<file path="src/include/rob_macros.svh">
// ======================================================================
// reorder buffer sizing macros
// included by the package and by every module that needs a width;
// change the depth or slot counts here only
// ======================================================================
`ifndef ROB_MACROS_SVH
`define ROB_MACROS_SVH

// number of buffer entries
`define ROB_DEPTH 16

// retire slots per cycle
`define ROB_COMMIT_W 2

// writeback ports from the functional units
`define ROB_WB_W 2

// register file sizes
`define ROB_ARCH_REGS 64
`define ROB_PHYS_REGS 128

`endif

</file>
<file path="src/hdl/rob_pkg.sv">
// ======================================================================
// shared types of the reorder buffer
// index, count and register number types plus the entry layout;
// modules import it in their body, ports use scoped names
// ======================================================================
`default_nettype none

`include "rob_macros.svh"

package rob_pkg;

    // entry index, wraps at the depth
    typedef logic [$clog2(`ROB_DEPTH)-1:0] rob_idx_t;

    // occupancy, needs one more bit to hold a full buffer
    typedef logic [$clog2(`ROB_DEPTH+1)-1:0] rob_count_t;

    // register numbers
    typedef logic [$clog2(`ROB_ARCH_REGS)-1:0] arch_reg_t;
    typedef logic [$clog2(`ROB_PHYS_REGS)-1:0] phys_reg_t;

    // one stored entry
    typedef struct packed {
        logic      valid;
        logic      ready;
        logic      rd_wen;
        arch_reg_t rd_arch;
        phys_reg_t new_prf;
        phys_reg_t old_prf;
    } rob_entry_t;

    // payload handed to the retire unit, no status bits
    typedef struct packed {
        logic      rd_wen;
        arch_reg_t rd_arch;
        phys_reg_t new_prf;
        phys_reg_t old_prf;
    } commit_slot_t;

endpackage

`default_nettype wire

</file>
<file path="src/hdl/rob_ctrl_if.sv">
// ======================================================================
// control bundle between the inner reorder buffer blocks
// one modport per block; pointers, allocation, retire slots,
// head window contents and the squash result
// ======================================================================
`timescale 1ns/1ps
`default_nettype none

`include "rob_macros.svh"

interface rob_ctrl_if;
    import rob_pkg::*;

    // pointer state
    rob_idx_t                        head;
    rob_idx_t                        tail;
    logic                            alloc_en;
    rob_idx_t                        alloc_idx;

    // retire selection
    logic         [`ROB_COMMIT_W-1:0] retire_en;

    // table view at head and head+1
    commit_slot_t [`ROB_COMMIT_W-1:0] head_entries;
    logic         [`ROB_COMMIT_W-1:0] head_valid;
    logic         [`ROB_COMMIT_W-1:0] head_ready;
    logic         [`ROB_DEPTH-1:0]    valid_vec;

    // squash result
    logic         [`ROB_DEPTH-1:0]    squash_mask;
    rob_count_t                       squash_count;

    modport table_mp (
        input  head, alloc_en, alloc_idx, retire_en, squash_mask,
        output head_entries, head_valid, head_ready, valid_vec
    );

    modport retire_mp (
        input  head_entries, head_valid, head_ready,
        output retire_en
    );

    modport squash_mp (
        input  tail, valid_vec,
        output squash_mask, squash_count
    );

    modport pointer_mp (
        input  retire_en, squash_count,
        output head, tail, alloc_en, alloc_idx
    );

endinterface

`default_nettype wire

</file>
<file path="src/hdl/rob_entry_table.sv">
// ======================================================================
// reorder buffer entry storage
// written at the tail on allocation, marked ready by writeback,
// invalidated by retirement and by a squash mask; exports the two
// entries at head and the valid bit of every entry
// ======================================================================
`timescale 1ns/1ps
`default_nettype none

`include "rob_macros.svh"

module rob_entry_table (
    input  logic                              clock_i,
    input  logic                              reset_i,
    // dispatch fields
    input  logic                              disp_rd_wen_i,
    input  rob_pkg::arch_reg_t                disp_rd_arch_i,
    input  rob_pkg::phys_reg_t                disp_new_prf_i,
    input  rob_pkg::phys_reg_t                disp_old_prf_i,
    // writeback ports
    input  logic              [`ROB_WB_W-1:0] wb_valid_i,
    input  rob_pkg::rob_idx_t [`ROB_WB_W-1:0] wb_rob_idx_i,
    rob_ctrl_if.table_mp                      ctrl
);
    import rob_pkg::*;

    rob_entry_t                   entry_q [`ROB_DEPTH];
    rob_idx_t [`ROB_COMMIT_W-1:0] win_idx;

    // ==================================================================
    // head window
    // ==================================================================
    always_comb begin
        for (int i = 0; i < `ROB_COMMIT_W; i++) begin
            // wraps naturally through the index width
            win_idx[i] = ctrl.head + rob_idx_t'(i);
            ctrl.head_valid[i]   = entry_q[win_idx[i]].valid;
            ctrl.head_ready[i]   = entry_q[win_idx[i]].ready;
            ctrl.head_entries[i] = '{
                rd_wen:  entry_q[win_idx[i]].rd_wen,
                rd_arch: entry_q[win_idx[i]].rd_arch,
                new_prf: entry_q[win_idx[i]].new_prf,
                old_prf: entry_q[win_idx[i]].old_prf
            };
        end
    end

    // valid bits for the squash walk
    always_comb begin
        for (int i = 0; i < `ROB_DEPTH; i++) begin
            ctrl.valid_vec[i] = entry_q[i].valid;
        end
    end

    // ==================================================================
    // entry updates, later statements take priority
    // ==================================================================
    always_ff @(posedge clock_i) begin
        if (reset_i) begin
            for (int i = 0; i < `ROB_DEPTH; i++) begin
                entry_q[i].valid <= 1'b0;
                entry_q[i].ready <= 1'b0;
            end
        end else begin
            // writeback marks only live entries
            for (int w = 0; w < `ROB_WB_W; w++) begin
                if (wb_valid_i[w] && entry_q[wb_rob_idx_i[w]].valid) begin
                    entry_q[wb_rob_idx_i[w]].ready <= 1'b1;
                end
            end
            // retired slots leave the window
            for (int i = 0; i < `ROB_COMMIT_W; i++) begin
                if (ctrl.retire_en[i]) begin
                    entry_q[win_idx[i]].valid <= 1'b0;
                end
            end
            // squash beats a same-cycle writeback
            for (int i = 0; i < `ROB_DEPTH; i++) begin
                if (ctrl.squash_mask[i]) begin
                    entry_q[i].valid <= 1'b0;
                    entry_q[i].ready <= 1'b0;
                end
            end
            // new entry at the tail, not ready yet
            if (ctrl.alloc_en) begin
                entry_q[ctrl.alloc_idx] <= '{
                    valid:   1'b1,
                    ready:   1'b0,
                    rd_wen:  disp_rd_wen_i,
                    rd_arch: disp_rd_arch_i,
                    new_prf: disp_new_prf_i,
                    old_prf: disp_old_prf_i
                };
            end
        end
    end

endmodule

`default_nettype wire

</file>
<file path="src/hdl/rob_pointer_ctrl.sv">
// ======================================================================
// head, tail and occupancy control
// grants dispatch when not full and no squash is pending, advances
// head by the retired slots and rewinds the tail on a mispredict
// ======================================================================
`timescale 1ns/1ps
`default_nettype none

`include "rob_macros.svh"

module rob_pointer_ctrl (
    input  logic                clock_i,
    input  logic                reset_i,
    input  logic                disp_valid_i,
    input  logic                mispredict_i,
    input  rob_pkg::rob_idx_t   mispredict_idx_i,
    rob_ctrl_if.pointer_mp      ctrl,
    output logic                disp_ready_o,
    output logic                disp_alloc_o,
    output rob_pkg::rob_idx_t   disp_rob_idx_o,
    output rob_pkg::rob_count_t disp_space_o
);
    import rob_pkg::*;

    rob_idx_t   head_q;
    rob_idx_t   tail_q;
    rob_count_t count_q;
    rob_count_t retire_num;
    logic       full;

    // ==================================================================
    // dispatch grant
    // ==================================================================
    assign full           = (count_q == rob_count_t'(`ROB_DEPTH));
    assign disp_ready_o   = ~full;
    assign disp_alloc_o   = disp_valid_i & ~full & ~mispredict_i;
    assign disp_rob_idx_o = tail_q;
    assign disp_space_o   = rob_count_t'(`ROB_DEPTH) - count_q;

    // to the entry table
    assign ctrl.alloc_en  = disp_alloc_o;
    assign ctrl.alloc_idx = tail_q;
    assign ctrl.head      = head_q;
    assign ctrl.tail      = tail_q;

    assign retire_num = rob_count_t'($countones(ctrl.retire_en));

    // ==================================================================
    // pointer registers
    // ==================================================================
    always_ff @(posedge clock_i) begin
        if (reset_i) begin
            head_q  <= '0;
            tail_q  <= '0;
            count_q <= '0;
        end else begin
            head_q <= head_q + rob_idx_t'(retire_num);
            // squash rewinds to just past the branch
            if (mispredict_i) begin
                tail_q <= mispredict_idx_i + 1'b1;
            end else if (disp_alloc_o) begin
                tail_q <= tail_q + 1'b1;
            end
            // squash_count is zero outside a mispredict cycle
            count_q <= count_q + rob_count_t'(disp_alloc_o) - retire_num
                       - ctrl.squash_count;
        end
    end

endmodule

`default_nettype wire

</file>
<file path="src/hdl/rob_retire_unit.sv">
// ======================================================================
// in-order retirement at the head
// picks up to two slots from the head window each cycle and puts
// them on the registered commit outputs one edge later
// ======================================================================
`timescale 1ns/1ps
`default_nettype none

`include "rob_macros.svh"

module rob_retire_unit (
    input  logic                                  clock_i,
    input  logic                                  reset_i,
    input  logic                                  mispredict_i,
    rob_ctrl_if.retire_mp                         ctrl,
    output logic               [`ROB_COMMIT_W-1:0] commit_valid_o,
    output logic               [`ROB_COMMIT_W-1:0] commit_rd_wen_o,
    output rob_pkg::arch_reg_t [`ROB_COMMIT_W-1:0] commit_rd_arch_o,
    output rob_pkg::phys_reg_t [`ROB_COMMIT_W-1:0] commit_new_prf_o,
    output rob_pkg::phys_reg_t [`ROB_COMMIT_W-1:0] commit_old_prf_o
);

    // ==================================================================
    // slot selection
    // ==================================================================
    // a slot goes only if every older slot goes too;
    // a mispredict cycle retires nothing
    always_comb begin
        logic chain;
        chain = ~mispredict_i;
        for (int i = 0; i < `ROB_COMMIT_W; i++) begin
            chain = chain & ctrl.head_valid[i] & ctrl.head_ready[i];
            ctrl.retire_en[i] = chain;
        end
    end

    // ==================================================================
    // commit registers
    // ==================================================================
    // one-cycle pulse per retired slot
    always_ff @(posedge clock_i) begin
        if (reset_i) begin
            commit_valid_o <= '0;
        end else begin
            commit_valid_o <= ctrl.retire_en;
        end
    end

    // payload, only meaningful with its valid bit
    always_ff @(posedge clock_i) begin
        for (int i = 0; i < `ROB_COMMIT_W; i++) begin
            if (ctrl.retire_en[i]) begin
                commit_rd_wen_o[i]  <= ctrl.head_entries[i].rd_wen;
                commit_rd_arch_o[i] <= ctrl.head_entries[i].rd_arch;
                commit_new_prf_o[i] <= ctrl.head_entries[i].new_prf;
                commit_old_prf_o[i] <= ctrl.head_entries[i].old_prf;
            end
        end
    end

endmodule

`default_nettype wire

</file>
<file path="src/hdl/rob_squash_unit.sv">
// ======================================================================
// mispredict squash mask
// walks from the entry after the mispredicted one up to the tail and
// marks every live entry on the way; combinational, zero when idle
// ======================================================================
`timescale 1ns/1ps
`default_nettype none

`include "rob_macros.svh"

module rob_squash_unit (
    input  logic              mispredict_i,
    input  rob_pkg::rob_idx_t mispredict_idx_i,
    rob_ctrl_if.squash_mp     ctrl
);
    import rob_pkg::*;

    always_comb begin
        rob_idx_t   idx;
        logic       done;
        rob_count_t cnt;
        ctrl.squash_mask = '0;
        cnt  = '0;
        done = ~mispredict_i;
        // at most depth-1 entries are younger than the branch
        for (int j = 1; j < `ROB_DEPTH; j++) begin
            idx = mispredict_idx_i + rob_idx_t'(j);
            // reaching the tail ends the walk
            if (idx == ctrl.tail) begin
                done = 1'b1;
            end
            if (!done && ctrl.valid_vec[idx]) begin
                ctrl.squash_mask[idx] = 1'b1;
                cnt = cnt + 1'b1;
            end
        end
        ctrl.squash_count = cnt;
    end

endmodule

`default_nettype wire

</file>
<file path="src/hdl/rob_top.sv">
// ======================================================================
// reorder buffer top level
// 16 entries, one dispatch, two writeback ports, up to two commits
// per cycle; connects the table, retire, squash and pointer blocks
// ======================================================================
`timescale 1ns/1ps
`default_nettype none

`include "rob_macros.svh"

module rob_top (
    input  logic                                   clock_i,
    input  logic                                   reset_i,
    // dispatch
    input  logic                                   disp_valid_i,
    input  logic                                   disp_rd_wen_i,
    input  rob_pkg::arch_reg_t                     disp_rd_arch_i,
    input  rob_pkg::phys_reg_t                     disp_new_prf_i,
    input  rob_pkg::phys_reg_t                     disp_old_prf_i,
    output logic                                   disp_ready_o,
    output logic                                   disp_alloc_o,
    output rob_pkg::rob_idx_t                      disp_rob_idx_o,
    output rob_pkg::rob_count_t                    disp_space_o,
    // writeback
    input  logic               [`ROB_WB_W-1:0]     wb_valid_i,
    input  rob_pkg::rob_idx_t  [`ROB_WB_W-1:0]     wb_rob_idx_i,
    // branch recovery
    input  logic                                   mispredict_i,
    input  rob_pkg::rob_idx_t                      mispredict_idx_i,
    // commit
    output logic               [`ROB_COMMIT_W-1:0] commit_valid_o,
    output logic               [`ROB_COMMIT_W-1:0] commit_rd_wen_o,
    output rob_pkg::arch_reg_t [`ROB_COMMIT_W-1:0] commit_rd_arch_o,
    output rob_pkg::phys_reg_t [`ROB_COMMIT_W-1:0] commit_new_prf_o,
    output rob_pkg::phys_reg_t [`ROB_COMMIT_W-1:0] commit_old_prf_o
);

    rob_ctrl_if ctrl ();

    rob_entry_table u_table (
        .clock_i        (clock_i),
        .reset_i        (reset_i),
        .disp_rd_wen_i  (disp_rd_wen_i),
        .disp_rd_arch_i (disp_rd_arch_i),
        .disp_new_prf_i (disp_new_prf_i),
        .disp_old_prf_i (disp_old_prf_i),
        .wb_valid_i     (wb_valid_i),
        .wb_rob_idx_i   (wb_rob_idx_i),
        .ctrl           (ctrl.table_mp)
    );

    rob_retire_unit u_retire (
        .clock_i          (clock_i),
        .reset_i          (reset_i),
        .mispredict_i     (mispredict_i),
        .ctrl             (ctrl.retire_mp),
        .commit_valid_o   (commit_valid_o),
        .commit_rd_wen_o  (commit_rd_wen_o),
        .commit_rd_arch_o (commit_rd_arch_o),
        .commit_new_prf_o (commit_new_prf_o),
        .commit_old_prf_o (commit_old_prf_o)
    );

    rob_squash_unit u_squash (
        .mispredict_i     (mispredict_i),
        .mispredict_idx_i (mispredict_idx_i),
        .ctrl             (ctrl.squash_mp)
    );

    rob_pointer_ctrl u_pointer (
        .clock_i          (clock_i),
        .reset_i          (reset_i),
        .disp_valid_i     (disp_valid_i),
        .mispredict_i     (mispredict_i),
        .mispredict_idx_i (mispredict_idx_i),
        .ctrl             (ctrl.pointer_mp),
        .disp_ready_o     (disp_ready_o),
        .disp_alloc_o     (disp_alloc_o),
        .disp_rob_idx_o   (disp_rob_idx_o),
        .disp_space_o     (disp_space_o)
    );

endmodule

`default_nettype wire

</file>
<file path="config.mk">
export PLATFORM = sky130hd
export DESIGN_NAME = rob_top
export DESIGN_NICKNAME = d
export VERILOG_FILES = /design/src/hdl/rob_pkg.sv /design/src/hdl/rob_ctrl_if.sv /design/src/hdl/rob_entry_table.sv /design/src/hdl/rob_pointer_ctrl.sv /design/src/hdl/rob_retire_unit.sv /design/src/hdl/rob_squash_unit.sv /design/src/hdl/rob_top.sv
export VERILOG_INCLUDE_DIRS = /design/src /design/src/include
export SDC_FILE = /design/constraint.sdc
export NUM_CORES = 1
export LEC_CHECK = 0
export ABC_AREA = 1
export BUFFER_PORTS_ARGS = -buffer_cell sky130_fd_sc_hd__buf_2
export CAP_MARGIN = 15
export CORE_ASPECT_RATIO = 1.2
export CORE_MARGIN = 3
export CORE_UTILIZATION = 45
export CTS_CLUSTER_DIAMETER = 50
export DETAILED_ROUTE_END_ITERATION = 6
export PLACE_DENSITY = 0.67
export SLEW_MARGIN = 20
export SYNTH_ARGS = -nofsm -noshare
export SYNTH_HDL_FRONTEND = slang
export SYNTH_SLANG_ARGS = --single-unit
</file>
<file path="constraint.sdc">
create_clock -name clock_i -period 13.79 [get_ports clock_i]
set_input_delay 2.758 -clock clock_i [delete_from_list [all_inputs] [get_ports clock_i]]
set_output_delay 2.758 -clock clock_i [all_outputs]
set_load 0.05 [all_outputs]
</file>
==> impl_metrics.ini <==
[synthesis]
post_synth_xor_area_fraction_pct = 0.659
multiplexer_share_of_the_synthesized_area_pct = 0
number_of_warnings_reported_in_the_yosys_synthesis_log = 0
post_synth_fa_ha_maj_area_fraction_pct = 2.64
average_cell_area_after_synthesis_sq_um = 7.44
synth_area_sq_um = 27700
synthesis.instances = 3725
ys_types = 63
synth-compound-area-share_pct = 18.9
synth.yosys.seq_area_share_pct = 44.3
mappedNetlistNets = 3820
synth_top_family_by_area = simple AND/OR/NAND/NOR gates
ys_seq_elements = 425
post_synth_and_or_nand_nor_area_fraction_pct = 25.1

[timing]
clock.fmax_ghz = 0.0779
rsz0062_at_grt = no
final_hold_viol_count = 0
layout_min_cycle_time_ns = 12.83
setup_violations = 0
maxSlewHeadroom_pct = 20.3
final_critical_path_setup_slack_ns = 0.960
period_share_pct = 93.0
fin_worst_skew_ns = 0.0337
tns_ns = 0
maxSlewViolCount = 0
worstMarginPinSlew_ns = 1.19
hold_slack_ns = 0.563

[route]
finalWirelength_um = 106000
route.detailed.vias_per_inst = 5.97
drt-met1-wl_um = 39400
drcViolationCount = 0
vias = 27100
detail_route.wl_per_cell_um = 23.4
initialDrtViolationCount = 3126
firstDrtPassIters = 5
ant_nets = 0
topRoutingLayerUsed = met4
met2RoutedLength_um = 48800
routed-wl-met3_um = 9060

[clock_network]
clk_root_buffer_cell = sky130_fd_sc_hd__clkbuf_16
cts-buffers-inserted = 48
clock_sinks = 425
cts_resized = 0
cts.clk_slew.worst_paths_ns = 0.06
clockBufferDepth = 3
cts_tree = built
h-tree-depth = 2
clkLatencyLatePin_ns = 0.61
post-cts-setup-buffers = 0
post_cts_hold_buffer_count = 0

[finish]
insertedDiodeCount = 0
area_of_the_multi_input_gates_sq_um = 13200
layout-drive-gt1-share_pct = 9.49
layout.cells.most_common_list = sky130_fd_sc_hd__nor2_1 (730), sky130_fd_sc_hd__nand2_1 (586), sky130_fd_sc_hd__o21ai_0 (565), sky130_fd_sc_hd__edfxtp_1 (378), sky130_fd_sc_hd__inv_1 (314)
layout.nets = 3788
layout.core_utilization_pct = 50.0
final_cells = 4540
area_taken_by_flip_flops_and_latches_sq_um = 12300
final_common_cell = sky130_fd_sc_hd__nor2_1
layout.filler_cells = 5983
area_growth_syn_to_layout_pct = 9.87

[worst_setup_path]
regToRegSetupSlack_ns = 3.11
critical_path_arrival_ns = 13.36
critical_path.max_stage_delay_ns = 0.40
slowest_stage = sky130_fd_sc_hd__fa_1
worst-endpoint-required_ns = 14.32
critical_path.endpoint_type = flip-flop
critical-path-top-cell-by-count = sky130_fd_sc_hd__nand2_1
critPathLaunchType = primary input
criticalPathCategory = in2reg
crit_path_max_fanout = 14

[placement]
weighted_congestion_reported_at_the_end_of_routability_driven_placement = 1.04
post-dp-hpwl_um = 67700
port-buffer-count = 93
place.detailed.instances = 4451
detailedPlace.worstSlack_ns = 0.327

[global_routing]
grt_pass1_vias = 25100
grt.overflow.total = 0
grt_pass1_wl_um = 156000
largest_net_degree_at_the_start_of_global_routing = 240
globalRouteTotalUtil_pct = 32.1
grt_antenna_before_repair = 0

[die]
die_y_um = 278
initial_core_util_pct = 45.5
placement_rows = 99
design.core.area_sq_um = 60900
die_x_um = 233
die-area_sq_um = 64600
io_pins = 94

[power]
power-per-cell-area_nw_per_um2 = 111
power.static_leakage_uw = 0.0115
vdd_drop_max_mv = 0.109

[status]
outcome = finished, final reports clean

[worst_hold_path]
worstHoldPathType = reg2reg

[job]
cap_violations = 0
-- Yosys cell counts (all sizes together) --
master	instances	area [sq um]
nand3	223	1200
nor4	5	31.3
nand4	51	325
buf	46	223
o21ai	571	2870
xor2	13	121
o22ai	10	62.6
a21boi	2	15.0
fa	4	80.1
a22o	1	8.76
clkinv	8	30.0
o21bai	1	7.51
o31ai	1	7.51
a22oi	47	353
ha	52	651
or2	9	56.3
dfxtp	47	941
nand2	616	2400
o221a	1	11.3
clkbuf	200	751
o2111a	1	11.3
a211oi	3	27.5
nor3	10	61.3
o2111ai	14	123
edfxtp	378	11400
o211ai	10	75.1
a2111o	1	11.3
a21oi	239	1210
inv	345	1300
a31oi	17	113
and3	1	6.26
a221oi	18	158
nand3b	2	18.8
o21a	1	7.51
o221ai	13	114
xnor2	7	61.3
a32o	2	20.0
bufinv	1	17.5
a2111oi	4	35.0
nor2	748	2840
and2	2	12.5
-- metal layers --
metal  vias up  global-route usage [%]
li1      12500                       -
met1     12700                    39.2
met2      1503                    52.0
met3       381                    4.78
met4         0                    22.3
met5         -                       0
-- sequential cells by signal (all words and copies together) (netlist names) --
name / cells
u_pointer.count_q: 5
u_pointer.ctrl.alloc_idx: 4
u_pointer.ctrl.head: 4
u_retire.commit_new_prf_o: 14
u_retire.commit_old_prf_o: 14
u_retire.commit_rd_arch_o: 12
u_retire.commit_rd_wen_o: 2
u_retire.commit_valid_o: 2
u_table.entry_q: 368
-- cells by family after synthesis --
| group | count (synthesis) |
|---|---|
| and+or+nand+nor | 1667 |
| AOI/OAI and AO/OA | 957 |
| buffers and inverters | 600 |
| DFF | 425 |
| adders and majority gates | 56 |
| xor gates and xnor gates | 20 |
-- worst max-delay path: cells and delay by family --
kind / cells / cell delay, ns
compound gates: 4 / 0.38
xor+xnor: 1 / 0.20
fa+ha+maj: 17 / 5.14
buf+inv: 10 / 0.84
simple gates: 37 / 4.01
-- metrics by stage --
step                      cell area, sq um  power [uW]
after floorplan                      27700        1910
after global placement               28800        2080
after detailed placement             28800        2090
after CTS                            30500        3380
after global routing                 30500        3520
final                                30500        3380
-- power breakdown --
part	internal [uW]	total (uW)	switching (uW)
combinational	186	644	459
clock	762	1310	549
sequential	1400	1420	16.2
total	2350	3380	1020
-- final timing paths --
kind | depth (start not counted) | from | end
min reg2reg | 4 | u_table.entry_q[2][21]$_SDFF_PP0_ | u_table.entry_q[2][21]$_SDFF_PP0_
max reg2reg | 66 | u_table.entry_q[12][22]$_SDFFE_PP1P_ | u_pointer.count_q[4]$_SDFF_PP0_
max | 69 | mispredict_idx_i[1] | u_pointer.count_q[4]$_SDFF_PP0_
min | 4 | u_table.entry_q[2][21]$_SDFF_PP0_ | u_table.entry_q[2][21]$_SDFF_PP0_
-- area by class of cell --
type / count / share of cell area (%)
multi-input cells: 2700 / 43.2
flip-flops and latches: 425 / 40.4
inverters: 354 / 4.46
clock buffers: 63 / 4.38
repair buffers: 164 / 3.32
well taps: 808 / 3.32
clock inverters: 26 / 0.920
(Power assumes the default switching activity.)
